==> config.mk <==
export PLATFORM = sky130hd
export DESIGN_NAME = rv_lsu
export DESIGN_NICKNAME = d
export VERILOG_FILES = /design/src/source/rv_exec_pkg.sv /design/src/source/rv_lsu.sv
export VERILOG_INCLUDE_DIRS = /design/src /design/src/source
export SDC_FILE = /design/constraint.sdc
export NUM_CORES = 1
export LEC_CHECK = 0
export BUFFER_PORTS_ARGS = -buffer_cell sky130_fd_sc_hd__buf_2
export CORE_AREA = 5 5 181 183
export DETAILED_ROUTE_END_ITERATION = 8
export DIE_AREA = 0 0 186 188
export SETUP_SLACK_MARGIN = 0.05
export SKIP_CTS_REPAIR_TIMING = 1
export SYNTH_ARGS = -nofsm -noshare
export SYNTH_HDL_FRONTEND = slang
export SYNTH_SLANG_ARGS = --single-unit
==> constraint.sdc <==
create_clock -name i_clk -period 4.9 [get_ports i_clk]
set_input_delay 1.47 -clock i_clk [delete_from_list [all_inputs] [get_ports i_clk]]
set_output_delay 1.47 -clock i_clk [all_outputs]
set_load 0.02 [all_outputs]
==> src/source/rv_exec_config.svh <==
// widths are fixed for RV64; memory is word addressed by double word, byte offsets dropped
`ifndef RV_EXEC_CONFIG_SVH
`define RV_EXEC_CONFIG_SVH

// data, operand, pc and csr width
`define RV_WORD_WD 64

// immediate arrives already sign extended to this width
`define RV_IMM_WD 64

// double-word index bits of the data memory
`define RV_MEM_AW 8

// entries of 64 bits each
`define RV_MEM_DEPTH (1 << `RV_MEM_AW)

// low byte-address bits dropped when indexing the memory
`define RV_MEM_OFS 3

`endif

==> src/source/rv_exec_pkg.sv <==
// encodings must match the decoder; src2 select values follow the existing execute unit
`default_nettype none

package rv_exec_pkg;

  typedef enum logic [4:0] {
    ALU_ADD    = 5'd0,
    ALU_SUB    = 5'd1,
    ALU_SLL    = 5'd2,
    ALU_SLT    = 5'd3,
    ALU_SLTU   = 5'd4,
    ALU_XOR    = 5'd5,
    ALU_SRL    = 5'd6,
    ALU_SRA    = 5'd7,
    ALU_OR     = 5'd8,
    ALU_AND    = 5'd9,
    // lui passes the immediate through
    ALU_PASS_B = 5'd10
  } alu_op_t;

  typedef enum logic [1:0] {
    SRC2_RS2  = 2'b00,
    SRC2_IMM  = 2'b01,
    SRC2_FOUR = 2'b10
  } src2_sel_t;

  typedef enum logic [3:0] {
    CSR_NONE  = 4'd0,
    CSR_WRITE = 4'd1,
    CSR_SET   = 4'd2,
    CSR_CLEAR = 4'd3
  } csr_op_t;

  typedef enum logic [2:0] {
    MEM_NONE = 3'd0,
    MEM_LW   = 3'd1,
    MEM_LD   = 3'd2,
    MEM_SW   = 3'd3,
    MEM_SD   = 3'd4
  } mem_op_t;

endpackage

`default_nettype wire

==> src/source/rv_lsu.sv <==
// one memory op in flight; the memory never stalls it and misaligned accesses are not checked
`timescale 1ns/1ps
`default_nettype none
`include "rv_exec_config.svh"

module rv_lsu import rv_exec_pkg::*; (
  input  wire logic                   i_clk,
  input  wire logic                   i_rst,
  input  wire logic                   i_res_valid,
  input  wire logic [`RV_WORD_WD-1:0] i_res_alu,
  input  wire logic [`RV_WORD_WD-1:0] i_res_csr,
  input  wire mem_op_t                i_res_mem_op,
  input  wire logic [`RV_WORD_WD-1:0] i_res_store_data,
  input  wire logic [`RV_WORD_WD-1:0] i_mem_rdata,
  output logic                        o_mem_req,
  output logic                        o_mem_we,
  output logic      [1:0]             o_mem_word,
  output logic      [`RV_MEM_AW-1:0]  o_mem_addr,
  output logic      [`RV_WORD_WD-1:0] o_mem_wdata,
  output logic                        o_busy,
  output logic                        o_wb_valid,
  output logic      [`RV_WORD_WD-1:0] o_wb_data,
  output logic      [`RV_WORD_WD-1:0] o_csr_result
);

  logic                   is_mem;
  logic                   is_load;
  logic                   is_word;
  logic                   wb_valid_q;
  logic [`RV_WORD_WD-1:0] wb_data_q;
  logic                   ld_pend_q;
  logic                   ld_word_q;
  logic                   ld_half_q;
  logic [31:0]            ld_half;
  logic [`RV_WORD_WD-1:0] ld_data;

  assign is_mem  = i_res_valid && (i_res_mem_op != MEM_NONE);
  assign is_load = (i_res_mem_op == MEM_LW) || (i_res_mem_op == MEM_LD);
  assign is_word = (i_res_mem_op == MEM_LW) || (i_res_mem_op == MEM_SW);

  always_ff @(posedge i_clk) begin
    if (i_rst) begin
      o_mem_req  <= 1'b0;
      wb_valid_q <= 1'b0;
      ld_pend_q  <= 1'b0;
    end else begin
      o_mem_req  <= is_mem;
      wb_valid_q <= i_res_valid && !is_mem;
      // read data comes back the cycle after the request
      ld_pend_q  <= o_mem_req && !o_mem_we;
    end
  end

  always_ff @(posedge i_clk) begin
    if (is_mem) begin
      o_mem_we    <= !is_load;
      o_mem_addr  <= i_res_alu[`RV_MEM_AW+`RV_MEM_OFS-1:`RV_MEM_OFS];
      // half strobes; bit 2 of the byte address picks the upper word
      o_mem_word  <= is_word ? (i_res_alu[2] ? 2'b10 : 2'b01) : 2'b11;
      o_mem_wdata <= is_word ? {2{i_res_store_data[31:0]}} : i_res_store_data;
      ld_word_q   <= is_word;
      ld_half_q   <= i_res_alu[2];
    end
    if (i_res_valid) begin
      wb_data_q    <= i_res_alu;
      o_csr_result <= i_res_csr;
    end
  end

  assign ld_half = ld_half_q ? i_mem_rdata[63:32] : i_mem_rdata[31:0];
  assign ld_data = ld_word_q ? {{32{ld_half[31]}}, ld_half} : i_mem_rdata;

  assign o_wb_valid = wb_valid_q || ld_pend_q;
  assign o_wb_data  = ld_pend_q ? ld_data : wb_data_q;

  // covers the result cycle, the request cycle and a load's return cycle
  assign o_busy = is_mem || o_mem_req || ld_pend_q;

endmodule

`default_nettype wire

==> summary.md, run 1 <==
| Metric | Value |
|---|---|
| Max-slew violation count | 0 |
| Power per cell area | 386 nW/um^2 |
| Critical path capture point type | primary output |
| Reg-to-reg slack, setup | 4.18 ns |
| HPWL Detailed | 21400 um |
| Sw Share | 25.7% |
| CP required | 3.43 ns |
| R2r endpoint | ld_pend_q |
| Filler cells | 3016 |
| Sw Pwr | 0.00118 W |
| Distinct cells, synth | 26 |
| Die H | 188 um |
| Critical Path Source | i_mem_rdata[31] |
| Register area share after synthesis | 73.1% |
| Clk Latency, worst-skew pair | 0.50 ns |
| Footprint of the multi-input gates | 1900 sq um |
| CTS tree | done |
| First-pass GRT wire length | 39900 um |
| Critical Path AT | 2.66 ns |
| Root buf cell | clkbuf_16 |
| Leak Pwr | 5.16 nW |
| MaxCap Viol Count | 0 |
| Synth top area share | 72.4% |
| Worst setup margin | 0.767 ns |
| Rows | 65 |
| Core ar. | 31100 sq um |
| Via density per instance | 4.56 |
| Measured slew at the worst slew-check pin | 1.11 ns |
| Area growth from synthesis to layout | 39.9% |
| Clock transition at path regs | 0.06 ns |
| Synth area leader | edfxtp_1 |
| Internal power | 0.00341 W |
| Skew final | 0.00150 ns |
| Vias in the first global route | 6444 |
| Pre-CTS setup slack | 0.767 ns |
| H-tree levels | 1 |
| Max Clk Rate | 242 MHz |
| Register area | 6220 sq um |
| Setup violators final | 0 |
| Avg Cell Area, Syn | 16.3 sq um |
| Post-synth EDFFs | 205 |
| Routed Antenna Nets | 0 |
| HP Class | reg -> reg |
| Gpl congestion | 0.806 |
| GRT busiest layer | met2 |
| Final Hold Viols | 0 |
| Worst Setup Start Kind | primary input |
| Flop pwr share | 47.1% |
| RSZ-0062 raised after global routing | false |
| 1st-iter DRT viols | 318 |
| Layout cells sized above 1 | 57.7% |
| Total track usage | 15.0% |
| Clock buffer depth | 3 |
| Fin cells | 1398 |
| Worst Hold Path Cells | 1 |
| Vias | 6372 |
| Outcome | finished, final reports clean |
| Num CTS Buffers | 23 |
| Ports | 468 |
| Design Power | 0.00459 W |
| Clock Power Share | 36.7% |
| End of the critical path | o_wb_data[36] |
| Core Util, Final | 38.3% |
| CTS Sinks | 208 |
| GR Util met2 | 25.5% |
| Inst Count DP | 1358 |
| Port-buffer cells | 467 |
| TritonRoute pass-1 iters | 5 |
| Die Width | 186 um |
| Area of the mapped netlist | 8510 sq um |
| Async S/R FF share, synth | 0% |
| Initial antenna violation count | 2 |
| Power share of the combinational group | 16.2% |
| Avg WL per Cell | 20.1 um |
| DRC | 0 |
| Worst-case reg-to-reg path depth | 1 |
| Launching point of the worst reg2reg path | o_mem_we |
| Synth area leaders | edfxtp_1 72%, mux2_4 5.3%, a21bo_2 3.6% |
| Largest net degree at the start of global routing | 96 |
| Final Cycle Share | 84.4% |
| Post-Route WL | 28100 um |
| Main synth FF type | edfxtp_1 |
| #FFs+latches synth | 208 |
| Total grt overflow | 0 |
| Post-synth net total | 783 |
| Setup CP Type | in -> out |
| VDD IR max | 0.249 mV |
| Net count, final | 1243 |
| Worst Path Max Fanout | 28 |
| Post-Synthesis Cells | 521 |
| Starting Density | 27.4% |
| Worst slew margin | 26.0% |
| Grt met3 use | 5.20% |
| Setup TNS | 0 ns |
| Die Area | 35000 sq um |
| Grt met1 use | 17.8% |
| Ant diodes | 0 |
| Tmin final | 4.13 ns |
| Ys Warns | 0 |
## cell type report
class | count | share of cell area, %
tap | 402 | 4.23
multi-input combinational | 236 | 16.0
clock buffer | 26 | 4.93
timing repair buffer | 478 | 20.4
sequential | 208 | 52.3
clock inverter | 14 | 1.16
inverter | 34 | 1.07
## sequential cells by signal, indices dropped and copies added (netlist names)
name and cells:
wb_data_q 64, ld_pend_q 1, ld_half_q 1, o_mem_we 1, o_csr_result 64, o_mem_wdata 64
o_mem_word 2, wb_valid_q 1, o_mem_req 1, ld_word_q 1, o_mem_addr 8
## routing by layer
layer  up-vias  wire length (um)
met5         -                31
met4         4               753
met3        55              3000
met2       329             13900
met1      3055             10400
li1       2929                 -
## synth_stat cells, drive strengths merged, types with 2 or more instances
| cell | instances |
|---|---|
| a21bo | 31 |
| nand3b | 33 |
| clkbuf | 13 |
| a31oi | 31 |
| nor2 | 31 |
| nand3 | 31 |
| mux2 | 32 |
| inv | 34 |
| nand2 | 2 |
| buf | 30 |
| nand2b | 4 |
| dfxtp | 3 |
| o221ai | 33 |
| edfxtp | 205 |
## power groups by stage
stage	Sequential, W	Combinational (W)	Clock, W
6_report	0.00216	0.000744	0.00168
5_1_grt	0.00218	0.000794	0.00183
4_1_cts	0.00216	0.000753	0.00174
3_5_place_dp	0.00220	0.000752	0
3_3_place_gp	0.00220	0.000746	0
2_1_floorplan	0.00233	0.000273	0
## worst max-delay path, cell delays in order
cell and delay, ns:
buf_2 0.12, mux2i_4 0.27, buf_4 0.38, o221ai_1 0.19, buf_2 0.22
## cell families after synthesis
kind of cell | Yosys count | share of synthesized area [%]
compound gates | 96 | 9.43
xor+xnor | 1 | 0.103
buf+inv | 77 | 4.71
flops | 208 | 73.1
mux | 33 | 5.82
simple gates | 106 | 6.87
## metrics by stage
stage / hold slack (ns) / instance area, sq um
after global routing: 0.482 / 11900
after detailed placement: 0.453 / 11200
after floorplan: 0.560 / 8510
after CTS: 0.467 / 11900
final: 0.471 / 11900
after global placement: 0.424 / 11200
## layout by cell type (no fill, tap or decap), types with 2 or more instances in the layout
master,n
a21bo_2,31
a31oi_1,31
buf_2,466
buf_4,11
bufinv_16,3
clkbuf_1,3
clkbuf_16,23
clkinv_1,8
clkinv_2,2
dfxtp_1,2
edfxtp_1,205
inv_1,34
mux2_2,2
mux2_4,30
nand2_1,2
nand2b_1,3
nand3_1,31
nand3b_1,33
nor2_1,31
o221ai_1,33
## worst min path at each step
stage / startpoint / end
after CTS: o_mem_we / ld_pend_q
after floorplan: o_mem_req / ld_pend_q
after detailed placement: o_mem_we / ld_pend_q
final: o_mem_we / ld_pend_q
after global routing: o_mem_we / ld_pend_q
after global placement: o_mem_we / ld_pend_q
(Power assumes the default switching activity.)
==> inputs of run 2 (changes only) <==
Clock period 4.9 ns to 4.01 ns, I/O delays scaled along.
==> summary.md, run 2 (synthesized netlist as in run 1, its figures left out) <==
| Metric | Value |
|---|---|
| Outcome | finished, final reports clean |
| Inst Count DP | 1362 (+0.29%) |
| Rows | 65 (unchanged) |
| VDD IR max | 0.471 mV (+89%) |
| Hold_sp | o_mem_we |
| Worst-case reg-to-reg path depth | 1 (unchanged) |
| CP required | 2.81 ns (-0.62 ns) |
| Critical Path AT | 2.22 ns (-0.44 ns) |
| GR Util met2 | 26.2% (+0.71 points) |
| Max-slew violation count | 0 (unchanged) |
| Clk Latency, worst-skew pair | 0.50 ns (about the same) |
| Worst Path Max Fanout | 28 (unchanged) |
| Avg WL per Cell | 20.3 um (+1.0%) |
| Num CTS Buffers | 24 (+4.3%) |
| Grt met3 use | 5.86% (+0.66 points) |
| Grt met1 use | 17.6% (-0.15 points) |
| Area growth from synthesis to layout | 41.4% |
| Fin cells | 1405 (+0.50%) |
| Setup CP Type | in -> out |
| HP Class | reg -> reg |
| Die H | 188 um (unchanged) |
| Setup violators final | 0 (unchanged) |
| Leak Pwr | 5.22 nW (+1.2%) |
| Most used cell, CP | buf_2 |
| Hold_ws | 0.448 ns (-0.0227 ns) |
| DRC | 0 (unchanged) |
| Vias | 6390 (+0.28%) |
| Worst Setup Start Kind | primary input |
| Setup TNS | 0 ns (unchanged) |
| Initial antenna violation count | 4 (+2) |
| Layout cells sized above 1 | 58.2% (+0.45 points) |
| Via density per instance | 4.55 (-0.22%) |
| Root buf cell | clkbuf_16 |
| Routed Antenna Nets | 0 (unchanged) |
| Vias in the first global route | 6559 (+1.8%) |
| Launching point of the worst reg2reg path | o_mem_we |
| H-tree levels | 1 (unchanged) |
| Die Area | 35000 sq um (unchanged) |
| Largest net degree at the start of global routing | 79 (-18%) |
| Cells along the critical path | buf_2, mux2i_4, buf_12, o221ai_1, buf_2 |
| Commonest non-fill, non-tap cell in the layout | buf_2 |
| Measured slew at the worst slew-check pin | 1.07 ns (-0.0400 ns) |
| Ports | 468 (unchanged) |
| HPWL Detailed | 22000 um (+2.8%) |
| Critical path capture point type | primary output |
| R2r endpoint | ld_pend_q |
| Total grt overflow | 0 (unchanged) |
| Post-Route WL | 28500 um (+1.5%) |
| Core Util, Final | 38.7% (+0.39 points) |
| Port-buffer cells | 467 (unchanged) |
| Tmin final | 3.42 ns |
| Clock transition at path regs | 0.05 ns (about the same) |
| Commonest non-fill, non-tap cells in the layout | 466 x buf_2, 205 x edfxtp_1, 34 x inv_1 |
| GRT busiest layer | met2 |
| Worst Hold Path Cells | 1 (unchanged) |
| Final Hold Viols | 0 (unchanged) |
| Core ar. | 31100 sq um (unchanged) |
| Power per cell area | 477 nW/um^2 (+24%) |
| Post-route cell area | 12000 sq um (+1.0%) |
| TritonRoute pass-1 iters | 6 (+1) |
| Crit-path slowest cell | mux2i_4 |
| Final Cycle Share | 85.4% |
| Gpl congestion | 0.810 (+0.46%) |
| Net count, final | 1248 (+0.40%) |
| Die Width | 186 um (unchanged) |
| MaxCap Viol Count | 0 (unchanged) |
| Post-DP Area | 11200 sq um (+0.60%) |
| Largest regs | o_csr_result (64), o_mem_wdata (64), wb_data_q (64) |
| RSZ-0062 raised after global routing | false |
| Clock buffer depth | 3 (unchanged) |
| Worst slew margin | 28.7% (+2.7 points) |
| Max incr delay on CP | 0.31 ns (-0.07 ns) |
| Reg-to-reg slack, setup | 3.34 ns (-0.84 ns) |
| First-pass GRT wire length | 40300 um (+1.1%) |
| Skew final | 0.000898 ns (-0.000606 ns) |
| 1st-iter DRT viols | 359 (+13%) |
| Hold EP | ld_pend_q |
| CTS tree | done |
| Starting Density | 27.4% (unchanged) |
| Max Clk Rate | 292 MHz |
| Total track usage | 15.2% (+0.19 points) |
| CTS Sinks | 208 (unchanged) |
| Filler cells | 2999 (-0.56%) |
==> run 2: cell count changes in the layout (fill, tap and decap cells not counted), sizes merged <==
cell,previous run,this run
diode,0,1
buf,478,482
clkbuf,26,28
==> run 2: report_power, final <==
part	leakage (nW)	switching [W]	internal, W
Sequential	2.02	0.0000512	0.00260
Clock	0.379	0.000858	0.00132
Combinational	2.81	0.000569	0.000348
Total	5.22	0.00148	0.00426
==> run 2: layout make-up <==
cell class | count | area [sq um] | share of cell area, %
inverter | 34 | 128 | 1.06
clock buffer | 28 | 637 | 5.30
tap | 402 | 503 | 4.18
multi-input combinational | 236 | 1900 | 15.8
clock inverter | 14 | 140 | 1.17
sequential | 208 | 6220 | 51.7
timing repair buffer | 482 | 2490 | 20.7
antenna | 1 | 2.50 | 0.0208
==> run 2: worst max-delay path: cells and delay by family <==
family | cells | cell delay (ns)
compound gates | 1 | 0.13
buf+inv | 3 | 0.54
mux | 1 | 0.31
==> run 2: how the worst max path moves through the flow <==
stage / startpoint / end / slack [ns] / cells past startpoint
after global routing: i_mem_rdata[31] / o_wb_data[47] / 0.52 / 5
after detailed placement: i_mem_rdata[31] / o_wb_data[47] / 0.59 / 5
after global placement: i_mem_rdata[31] / o_wb_data[47] / 0.63 / 5
after CTS: i_mem_rdata[31] / o_wb_data[47] / 0.59 / 5
after floorplan: i_res_mem_op[1] / o_busy / 0.19 / 2
final: i_mem_rdata[31] / o_wb_data[47] / 0.59 / 5
==> run 2: routing by layer <==
| metal | wire length [um] | part of all wire (%) | up-vias |
|---|---|---|---|
| met5 | 29 | 0.10 | - |
| met4 | 599 | 2.1 | 6 |
| li1 | - | - | 2946 |
| met2 | 14200 | 50 | 334 |
| met3 | 3220 | 11 | 50 |
| met1 | 10500 | 37 | 3054 |
==> run 2: metrics by stage <==
| stage | total power [W] | worst slack, ns |
|---|---|---|
| 2_1_floorplan | 0.00319 | 0.191 |
| 3_3_place_gp | 0.00361 | 0.625 |
| 3_5_place_dp | 0.00362 | 0.587 |
| 4_1_cts | 0.00583 | 0.587 |
| 5_1_grt | 0.00600 | 0.516 |
| 6_report | 0.00574 | 0.587 |
